[config.mk]
export PLATFORM = sky130hd
export DESIGN_NAME = periph_top
export DESIGN_NICKNAME = d
export VERILOG_FILES = /design/src/source/bus_pkg.sv /design/src/source/soc_map_pkg.sv /design/src/source/axi_apb_bridge.sv /design/src/source/apb_mux.sv /design/src/source/led_driver.sv /design/src/source/uart_tx_apb.sv /design/src/source/periph_top.sv
export SDC_FILE = /design/constraint.sdc
export NUM_CORES = 1
export LEC_CHECK = 0
export BUFFER_PORTS_ARGS = -buffer_cell sky130_fd_sc_hd__buf_2
export CAP_MARGIN = 10
export CELL_PAD_IN_SITES_DETAIL_PLACEMENT = 1
export CELL_PAD_IN_SITES_GLOBAL_PLACEMENT = 1
export CORE_UTILIZATION = 35
export CTS_CLUSTER_SIZE = 20
export DETAILED_ROUTE_END_ITERATION = 6
export PLACE_DENSITY_LB_ADDON = 0.1
export SYNTH_ARGS = -nofsm -noshare
export SYNTH_HDL_FRONTEND = slang
export SYNTH_SLANG_ARGS = --single-unit
[constraint.sdc]
create_clock -name clk -period 4.4 [get_ports clk]
set_clock_uncertainty 0.15 [all_clocks]
set_input_delay 0.88 -clock clk [delete_from_list [all_inputs] [get_ports clk]]
set_output_delay 0.88 -clock clk [all_outputs]
set_load 0.01 [all_outputs]
[src/source/bus_pkg.sv]
package bus_pkg;

	// one master, one 32-bit data path end to end
	localparam int ADDR_WIDTH = 32;
	localparam int DATA_WIDTH = 32;

	// one strobe bit per byte lane
	localparam int STRB_WIDTH = DATA_WIDTH / 8;

	// axi response field, same on b and r channels
	localparam int RESP_WIDTH = 2;

	// bus address, one word
	typedef logic [ADDR_WIDTH-1:0] addr_t;

	// data word on axi and apb
	typedef logic [DATA_WIDTH-1:0] data_t;

	// byte-lane write strobe
	typedef logic [STRB_WIDTH-1:0] strb_t;

	// axi response code
	typedef logic [RESP_WIDTH-1:0] resp_t;

	// response codes the bridge can return
	// exokay and decerr never occur here
	localparam resp_t RESP_OKAY   = 2'b00;
	localparam resp_t RESP_SLVERR = 2'b10;

endpackage

[src/source/soc_map_pkg.sv]
package soc_map_pkg;

	// slave windows, 4 KiB each
	localparam bus_pkg::addr_t LED_BASE  = 32'h1f00_0000;
	localparam bus_pkg::addr_t UART_BASE = 32'h1f00_1000;

	// address bits at and above this pick the slave
	// bits below it are the offset inside the window
	localparam int SLAVE_SEL_LSB = 12;

	// uart register offsets inside its window
	localparam bus_pkg::addr_t UART_DATA_OFS   = 32'h0000_0000;
	localparam bus_pkg::addr_t UART_STATUS_OFS = 32'h0000_0004;

	// led pins on the board
	localparam int LED_WIDTH = 4;

	// serial bit period in clk cycles
	localparam int CLKS_PER_BIT = 8;
	localparam int BAUD_CNT_WIDTH = $clog2(CLKS_PER_BIT);
	localparam logic [BAUD_CNT_WIDTH-1:0] BAUD_CNT_LAST = BAUD_CNT_WIDTH'(CLKS_PER_BIT - 1);

	// start bit, eight data bits, stop bit
	localparam int FRAME_BITS = 10;
	localparam int BIT_CNT_WIDTH = $clog2(FRAME_BITS);
	localparam logic [BIT_CNT_WIDTH-1:0] BIT_CNT_LAST = BIT_CNT_WIDTH'(FRAME_BITS - 1);

endpackage

[src/source/axi_apb_bridge.sv]
module axi_apb_bridge (
	input  logic           clk,
	input  logic           rst_n,

	input  bus_pkg::addr_t awaddr,
	input  logic           awvalid,
	output logic           awready,
	input  bus_pkg::data_t wdata,
	input  bus_pkg::strb_t wstrb,
	input  logic           wvalid,
	output logic           wready,
	output bus_pkg::resp_t bresp,
	output logic           bvalid,
	input  logic           bready,
	input  bus_pkg::addr_t araddr,
	input  logic           arvalid,
	output logic           arready,
	output bus_pkg::data_t rdata,
	output bus_pkg::resp_t rresp,
	output logic           rvalid,
	input  logic           rready,

	output logic           psel,
	output logic           penable,
	output logic           pwrite,
	output bus_pkg::addr_t paddr,
	output bus_pkg::data_t pwdata,
	output bus_pkg::strb_t pstrb,
	input  bus_pkg::data_t prdata,
	input  logic           pready,
	input  logic           pslverr
);

	// one transfer in flight, walked through the apb phases
	enum logic [1:0] {ST_IDLE, ST_SETUP, ST_ACCESS, ST_RESP} state_q, state_d;

	// direction of the transfer in flight
	logic           write_q;

	// captured request
	bus_pkg::addr_t paddr_q;
	bus_pkg::data_t pwdata_q;
	bus_pkg::strb_t pstrb_q;

	// captured apb answer, held until the master takes it
	bus_pkg::resp_t resp_q;
	bus_pkg::data_t rdata_q;

	logic           wr_take;
	logic           rd_take;
	logic           resp_taken;

	// write needs aw and w together, both accepted in one beat
	assign wr_take = (state_q == ST_IDLE) && awvalid && wvalid;

	// read loses to a write pair offered in the same cycle
	assign rd_take = (state_q == ST_IDLE) && arvalid && !(awvalid && wvalid);

	assign awready = wr_take;
	assign wready  = wr_take;
	assign arready = rd_take;

	// response leaves on the matching ready
	assign resp_taken = write_q ? bready : rready;

	always_comb begin
		state_d = state_q;
		case (state_q)
			ST_IDLE: begin
				if (wr_take || rd_take) begin
					state_d = ST_SETUP;
				end
			end
			// setup lasts exactly one cycle
			ST_SETUP: begin
				state_d = ST_ACCESS;
			end
			// wait states until the slave is ready
			ST_ACCESS: begin
				if (pready) begin
					state_d = ST_RESP;
				end
			end
			ST_RESP: begin
				if (resp_taken) begin
					state_d = ST_IDLE;
				end
			end
			default: begin
				state_d = ST_IDLE;
			end
		endcase
	end

	always_ff @(posedge clk) begin
		if (!rst_n) begin
			state_q <= ST_IDLE;
			write_q <= 1'b0;
		end else begin
			state_q <= state_d;
			if (wr_take) begin
				write_q <= 1'b1;
			end else if (rd_take) begin
				write_q <= 1'b0;
			end
		end
	end

	always_ff @(posedge clk) begin
		// latch request on accept
		if (wr_take) begin
			paddr_q  <= awaddr;
			pwdata_q <= wdata;
			pstrb_q  <= wstrb;
		end else if (rd_take) begin
			paddr_q  <= araddr;
			pwdata_q <= '0;
			// apb wants pstrb low on reads
			pstrb_q  <= '0;
		end
		// sample the slave on the completing access edge
		if ((state_q == ST_ACCESS) && pready) begin
			resp_q  <= pslverr ? bus_pkg::RESP_SLVERR : bus_pkg::RESP_OKAY;
			rdata_q <= prdata;
		end
	end

	// apb master side
	assign psel    = (state_q == ST_SETUP) || (state_q == ST_ACCESS);
	assign penable = (state_q == ST_ACCESS);
	assign pwrite  = write_q;
	assign paddr   = paddr_q;
	assign pwdata  = pwdata_q;
	assign pstrb   = pstrb_q;

	// axi response side, valid held until taken
	assign bvalid = (state_q == ST_RESP) && write_q;
	assign rvalid = (state_q == ST_RESP) && !write_q;
	assign bresp  = resp_q;
	assign rresp  = resp_q;
	assign rdata  = rdata_q;

endmodule

[src/source/apb_mux.sv]
module apb_mux (
	input  logic           psel,
	input  bus_pkg::addr_t paddr,
	input  logic           penable,

	output logic           psel_led,
	output logic           psel_uart,

	input  bus_pkg::data_t prdata_led,
	input  logic           pready_led,
	input  logic           pslverr_led,
	input  bus_pkg::data_t prdata_uart,
	input  logic           pready_uart,
	input  logic           pslverr_uart,

	output bus_pkg::data_t prdata,
	output logic           pready,
	output logic           pslverr
);

	logic hit_led;
	logic hit_uart;

	// compare only the slave-select field, the offset passes through
	assign hit_led = paddr[bus_pkg::ADDR_WIDTH-1:soc_map_pkg::SLAVE_SEL_LSB]
		== soc_map_pkg::LED_BASE[bus_pkg::ADDR_WIDTH-1:soc_map_pkg::SLAVE_SEL_LSB];
	assign hit_uart = paddr[bus_pkg::ADDR_WIDTH-1:soc_map_pkg::SLAVE_SEL_LSB]
		== soc_map_pkg::UART_BASE[bus_pkg::ADDR_WIDTH-1:soc_map_pkg::SLAVE_SEL_LSB];

	// at most one select high
	assign psel_led  = psel && hit_led;
	assign psel_uart = psel && hit_uart;

	always_comb begin
		if (hit_led) begin
			prdata  = prdata_led;
			pready  = pready_led;
			pslverr = pslverr_led;
		end else if (hit_uart) begin
			prdata  = prdata_uart;
			pready  = pready_uart;
			pslverr = pslverr_uart;
		end else begin
			// unmapped hole, answer ourselves in the first access cycle
			prdata  = '0;
			pready  = psel && penable;
			pslverr = psel && penable;
		end
	end

endmodule

[src/source/led_driver.sv]
module led_driver (
	input  logic                                clk,
	input  logic                                rst_n,
	input  logic                                psel,
	input  logic                                penable,
	input  logic                                pwrite,
	input  bus_pkg::data_t                      pwdata,
	input  bus_pkg::strb_t                      pstrb,
	output bus_pkg::data_t                      prdata,
	output logic                                pready,
	output logic                                pslverr,
	output logic [soc_map_pkg::LED_WIDTH-1:0]   led
);

	logic [soc_map_pkg::LED_WIDTH-1:0] led_q;
	logic                              wr_en;

	// led bits live in byte lane 0, other lanes are ignored
	// no offset decode, the whole window maps to this register
	assign wr_en = psel && penable && pwrite && pstrb[0];

	always_ff @(posedge clk) begin
		if (!rst_n) begin
			led_q <= '0;
		end else if (wr_en) begin
			led_q <= pwdata[soc_map_pkg::LED_WIDTH-1:0];
		end
	end

	assign led = led_q;

	// readback, upper bits zero
	assign prdata = {{(bus_pkg::DATA_WIDTH - soc_map_pkg::LED_WIDTH){1'b0}}, led_q};

	// zero wait states, never an error
	assign pready  = 1'b1;
	assign pslverr = 1'b0;

endmodule

[src/source/uart_tx_apb.sv]
module uart_tx_apb (
	input  logic           clk,
	input  logic           rst_n,
	input  logic           psel,
	input  logic           penable,
	input  logic           pwrite,
	input  bus_pkg::addr_t paddr,
	input  bus_pkg::data_t pwdata,
	output bus_pkg::data_t prdata,
	output logic           pready,
	output logic           pslverr,
	output logic           tx
);

	// offset inside the uart window
	logic [soc_map_pkg::SLAVE_SEL_LSB-1:0] ofs;
	logic                                  is_data;
	logic                                  is_status;
	logic                                  access;
	logic                                  data_wr;
	logic                                  start;

	// transmitter state
	logic                                  busy_q;
	logic [soc_map_pkg::BAUD_CNT_WIDTH-1:0] baud_q;
	logic [soc_map_pkg::BIT_CNT_WIDTH-1:0]  bit_q;
	// frame bits, lsb goes out first
	logic [soc_map_pkg::FRAME_BITS-1:0]     shift_q;

	assign ofs       = paddr[soc_map_pkg::SLAVE_SEL_LSB-1:0];
	assign is_data   = ofs == soc_map_pkg::UART_DATA_OFS[soc_map_pkg::SLAVE_SEL_LSB-1:0];
	assign is_status = ofs == soc_map_pkg::UART_STATUS_OFS[soc_map_pkg::SLAVE_SEL_LSB-1:0];

	// access phase of an apb transfer aimed at us
	assign access  = psel && penable;
	assign data_wr = access && pwrite && is_data;

	// a data write only starts a frame when idle
	assign start = data_wr && !busy_q;

	always_ff @(posedge clk) begin
		if (!rst_n) begin
			busy_q  <= 1'b0;
			baud_q  <= '0;
			bit_q   <= '0;
			// all ones keeps the line idle high
			shift_q <= '1;
		end else if (start) begin
			busy_q  <= 1'b1;
			baud_q  <= '0;
			bit_q   <= '0;
			// stop bit, data lsb first, start bit
			shift_q <= {1'b1, pwdata[7:0], 1'b0};
		end else if (busy_q) begin
			if (baud_q == soc_map_pkg::BAUD_CNT_LAST) begin
				baud_q  <= '0;
				// shift in ones so the line returns high
				shift_q <= {1'b1, shift_q[soc_map_pkg::FRAME_BITS-1:1]};
				if (bit_q == soc_map_pkg::BIT_CNT_LAST) begin
					// end of stop bit
					busy_q <= 1'b0;
				end else begin
					bit_q <= bit_q + 1'b1;
				end
			end else begin
				baud_q <= baud_q + 1'b1;
			end
		end
	end

	assign tx = shift_q[0];

	// status reads back busy in bit 0, everything else reads zero
	assign prdata = {{(bus_pkg::DATA_WIDTH - 1){1'b0}}, is_status && busy_q};

	// zero wait states
	assign pready = 1'b1;

	// data write while a frame is going out gets dropped
	assign pslverr = data_wr && busy_q;

endmodule

[src/source/periph_top.sv]
module periph_top (
	input  logic                              clk,
	input  logic                              rst_n,

	input  bus_pkg::addr_t                    awaddr,
	input  logic                              awvalid,
	output logic                              awready,
	input  bus_pkg::data_t                    wdata,
	input  bus_pkg::strb_t                    wstrb,
	input  logic                              wvalid,
	output logic                              wready,
	output bus_pkg::resp_t                    bresp,
	output logic                              bvalid,
	input  logic                              bready,
	input  bus_pkg::addr_t                    araddr,
	input  logic                              arvalid,
	output logic                              arready,
	output bus_pkg::data_t                    rdata,
	output bus_pkg::resp_t                    rresp,
	output logic                              rvalid,
	input  logic                              rready,

	output logic [soc_map_pkg::LED_WIDTH-1:0] led,
	output logic                              tx
);

	// apb from bridge to decoder
	logic           psel;
	logic           penable;
	logic           pwrite;
	bus_pkg::addr_t paddr;
	bus_pkg::data_t pwdata;
	bus_pkg::strb_t pstrb;
	bus_pkg::data_t prdata;
	logic           pready;
	logic           pslverr;

	// per-slave selects and answers
	logic           psel_led;
	logic           psel_uart;
	bus_pkg::data_t prdata_led;
	logic           pready_led;
	logic           pslverr_led;
	bus_pkg::data_t prdata_uart;
	logic           pready_uart;
	logic           pslverr_uart;

	axi_apb_bridge u_bridge (
		.clk     (clk),
		.rst_n   (rst_n),
		.awaddr  (awaddr),
		.awvalid (awvalid),
		.awready (awready),
		.wdata   (wdata),
		.wstrb   (wstrb),
		.wvalid  (wvalid),
		.wready  (wready),
		.bresp   (bresp),
		.bvalid  (bvalid),
		.bready  (bready),
		.araddr  (araddr),
		.arvalid (arvalid),
		.arready (arready),
		.rdata   (rdata),
		.rresp   (rresp),
		.rvalid  (rvalid),
		.rready  (rready),
		.psel    (psel),
		.penable (penable),
		.pwrite  (pwrite),
		.paddr   (paddr),
		.pwdata  (pwdata),
		.pstrb   (pstrb),
		.prdata  (prdata),
		.pready  (pready),
		.pslverr (pslverr)
	);

	apb_mux u_mux (
		.psel         (psel),
		.paddr        (paddr),
		.penable      (penable),
		.psel_led     (psel_led),
		.psel_uart    (psel_uart),
		.prdata_led   (prdata_led),
		.pready_led   (pready_led),
		.pslverr_led  (pslverr_led),
		.prdata_uart  (prdata_uart),
		.pready_uart  (pready_uart),
		.pslverr_uart (pslverr_uart),
		.prdata       (prdata),
		.pready       (pready),
		.pslverr      (pslverr)
	);

	led_driver u_led (
		.clk     (clk),
		.rst_n   (rst_n),
		.psel    (psel_led),
		.penable (penable),
		.pwrite  (pwrite),
		.pwdata  (pwdata),
		.pstrb   (pstrb),
		.prdata  (prdata_led),
		.pready  (pready_led),
		.pslverr (pslverr_led),
		.led     (led)
	);

	// uart ignores pstrb, a data write always sends the low byte
	uart_tx_apb u_uart (
		.clk     (clk),
		.rst_n   (rst_n),
		.psel    (psel_uart),
		.penable (penable),
		.pwrite  (pwrite),
		.paddr   (paddr),
		.pwdata  (pwdata),
		.prdata  (prdata_uart),
		.pready  (pready_uart),
		.pslverr (pslverr_uart),
		.tx      (tx)
	);

endmodule

==> qor.txt <==
stage delay of the slowest cell on the critical path = 0.41 ns
actual slew at the worst max-slew pin = 1.003 ns
total of endpoints with negative setup slack in the final report = 0
reg-to-reg critical path startpoint = u_bridge.state_q[0]
final period demand of the worst path = 2.805 ns
most frequent CP cell = sky130_fd_sc_hd__inv_1
worst min-delay path class = flip-flop to flip-flop
Via Count = 2,640
post-route clock period utilization = 63.74%
XOR/XNOR Fraction of Synth Area = 0.7481%
Compound-Gate Fraction of Synth Area = 4.311%
proportion of synthesized area in mux cells = 4.275%
H-tree levels = 3
Setup TNS = 0 ns
total number of yosys warnings = 0
Post-synth EDFFs = 46
multi-input gate area in the final layout = 1448 sq um
crit-path cells = inv_1, ha_1, nand3_1, inv_1, buf_2
total congestion overflow after global routing = 0
DP HPWL = 5595 um
initial antenna violation count = 0
worst setup path category = flip-flop to output port
max-cap viol count = 0
required time of the critical path = 3.37 ns
clock input transition at the sequential cells of the worst setup and hold paths = 0.07 ns
top_reg_cell synth = sky130_fd_sc_hd__edfxtp_1
cell row count = 36
number of nets at the end of the flow = 565
buffers inserted during post-CTS setup optimization = 0
Pwr per Cell Area = 444.2 nW/um^2
arrival time reported for the critical path endpoint = 1.77 ns
initial cell density of the core = 36.10%
number of I/O port buffers = 95
FMAX = 0.3565 GHz
average detailed-routed wire length per instance = 12.69 um
clock tree from TritonCTS = built
run status = finished, final reports clean
share of synthesized registers carrying an async set or reset = 0%
worst path setup slack after routing = 1.595 ns
clock tree root buffer cell = sky130_fd_sc_hd__clkbuf_8
clk_lat worst skew = 0.33 ns
endpoint kind of the worst setup timing path = output port
fraction of final layout cells sized beyond drive strength 1 = 26.15%
clock net sink count = 70
Via density = 4.490
Placer Congestion = 0.6840
sequential cell area = 1862 sq um
relative slew slack = 32.77%
final cell count without fillers = 588
largest fanout of any net on the critical path = 17
number of buffers on the longest clock path = 2
pre-CTS setup slack = 1.607 ns
category of the worst setup path launch point = flip-flop
Avg Cell Area, Syn = 9.865 sq um
fin. max-slew vios = 0
first-pass iteration count of the detailed router = 4
Syn Std Cell Area = 3512 sq um
P_leak = 1.883 nW
count of hold-fix buffers inserted at cts = 0
synthesized-area fraction occupied by adder cells = 2.850%
sequential fraction of the synthesis area = 53.01%
count of state elements after synthesis = 70
post-layout total power = 1.858 mW
number of inserted diodes = 0
Die Area = 10,440 sq um
Max stage delay cell, worst path = sky130_fd_sc_hd__inv_1
cell count after synthesis = 356
combinational family with the most area after synthesis = simple AND/OR/NAND/NOR gates
total routing resource utilization after global routing = 15.13%
pin count of the biggest net entering global routing = 33
Cell Count Post-Placement = 572
DRC violation count after routing = 0
core area = 9729 sq um
count of different cell masters after synthesis = 42
floorplan die width = 102.2 um
Iteration-0 DRC Markers = 35
global-route wire length before repair = 11,850 um
routed wire length = 7461 um
RSZ-0062 raised after global routing = false
beginning of the critical path = u_bridge.state_q[0]
number of clock buffers inserted by TritonCTS = 9
Simple-Gate Fraction of Synth Area = 25.61%
Routed Antenna Nets = 0
VDD IR max = 0.1561 mV
I/O pin count = 153
vertical die dimension = 102.2 um
Area growth, synth to finish = 19.06%
Hold Path Origin = u_led.led[2]
post-cts resize count = 0
fill cell count = 1,179
final hold viol count = 0
via count of the first global-routing pass = 2,480
[cell type report]
type,count,share of cell area [%]
Inverter,7,0.6284
Clock buffer,11,3.142
Timing Repair Buffer,98,11.91
Multi-Input combinational cell,264,34.62
Tap cell,133,3.980
Clock inverter,5,1.197
Sequential cell,70,44.52
[worst max-delay path: cells and delay by family, from the launching register on]
family / cells / cell delay (ns)
adders and majority gates: 1 / 0.23
buffers and inverters: 3 / 0.75
DFF: 1 / 0.33
and+or+nand+nor: 1 / 0.12
[stage by stage]
| step | util, % | instance area, sq um | hold slack, ns |
|---|---|---|---|
| finish | 42.98 | 4182 | 0.3218 |
| global route | 42.98 | 4182 | 0.3463 |
| CTS | 42.98 | 4182 | 0.3289 |
| detailed placement | 41.11 | 4000 | 0.3193 |
| global placement | 41.11 | 4000 | 0.3139 |
| floorplan | - | 3621 | 0.3060 |
[path summary, 6_finish.rpt]
| path | endpoint | slack, ns | depth (start not counted) |
|---|---|---|---|
| worst min register to register | u_led.led[2] | 0.32 | 2 |
| worst min-delay path | u_led.led[2] | 0.32 | 2 |
| worst max register to register | u_uart.shift_q[4] | 1.70 | 6 |
| worst max-delay path | wready | 1.60 | 5 |
[cells in the mapped netlist (all sizes together) (7+ instances only)]
cell    count  share of area (%)
a211oi     10                2.1
and2       15                2.7
and3        7                1.2
buf        34                7.3
clkbuf     10                1.1
dfxtp      24                 14
edfxtp     46                 39
ha          8                2.9
mux2i      15                4.3
nand2     109                 12
nor2       22                2.4
nor3        7                1.5
nor4        8                1.8
[cell usage in the layout (no fill, tap or decap), drive strengths merged, types with 2 or more instances in the layout]
cell    netlist  layout
and2         15      15
buf          34      98
inv           6       6
edfxtp       46      46
dfxtp        24      24
nand4         6       6
nand2       109     109
nor3          7       7
xor2          2       2
nor4          8       8
conb          1      30
ha            8       8
and4b         2       2
mux2i        15      15
nor2         22      22
nor2b         2       2
a21oi         5       5
a211oi       10      10
clkbuf       10      11
and3          7       7
clkinv        1       5
nand3         2       2
[routing by layer]
| metal | track usage (%) | share of wire, % | vias up |
|---|---|---|---|
| met4 | 6.923 | 1.6 | 0 |
| met3 | 3.215 | 4.6 | 11 |
| li1 | - | - | 1346 |
| met2 | 24.21 | 48 | 76 |
| met5 | 0 | 0 | - |
| met1 | 19.64 | 46 | 1207 |
[cell families (layout without fill, tap and decap cells)]
family / after synthesis / after routing
compound gates: 20 / 20
xor+xnor: 3 / 3
fa+ha+maj: 8 / 8
buf+inv: 51 / 121
flops: 70 / 70
mux: 15 / 15
other cells: 1 / 30
simple gates: 188 / 188
[state kept, by name (all words and copies together) (netlist names)]
| register | cells |
|---|---|
| u_bridge.bresp | 1 |
| u_bridge.paddr | 32 |
| u_bridge.pstrb | 1 |
| u_bridge.pwdata | 8 |
| u_bridge.pwrite | 1 |
| u_bridge.rdata | 4 |
| u_bridge.state_q | 2 |
| u_led.led | 4 |
| u_uart.baud_q | 3 |
| u_uart.bit_q | 4 |
| u_uart.busy_q | 1 |
| u_uart.shift_q | 9 |
[power by group]
part	leakage [nW]	switching, mW	total (mW)	internal (mW)
clock	0.0968	0.227	0.486	0.258
sequential	0.639	0.0670	0.972	0.905
combinational	1.15	0.260	0.401	0.141
No activity file was read; power rests on OpenSTA's default activity.
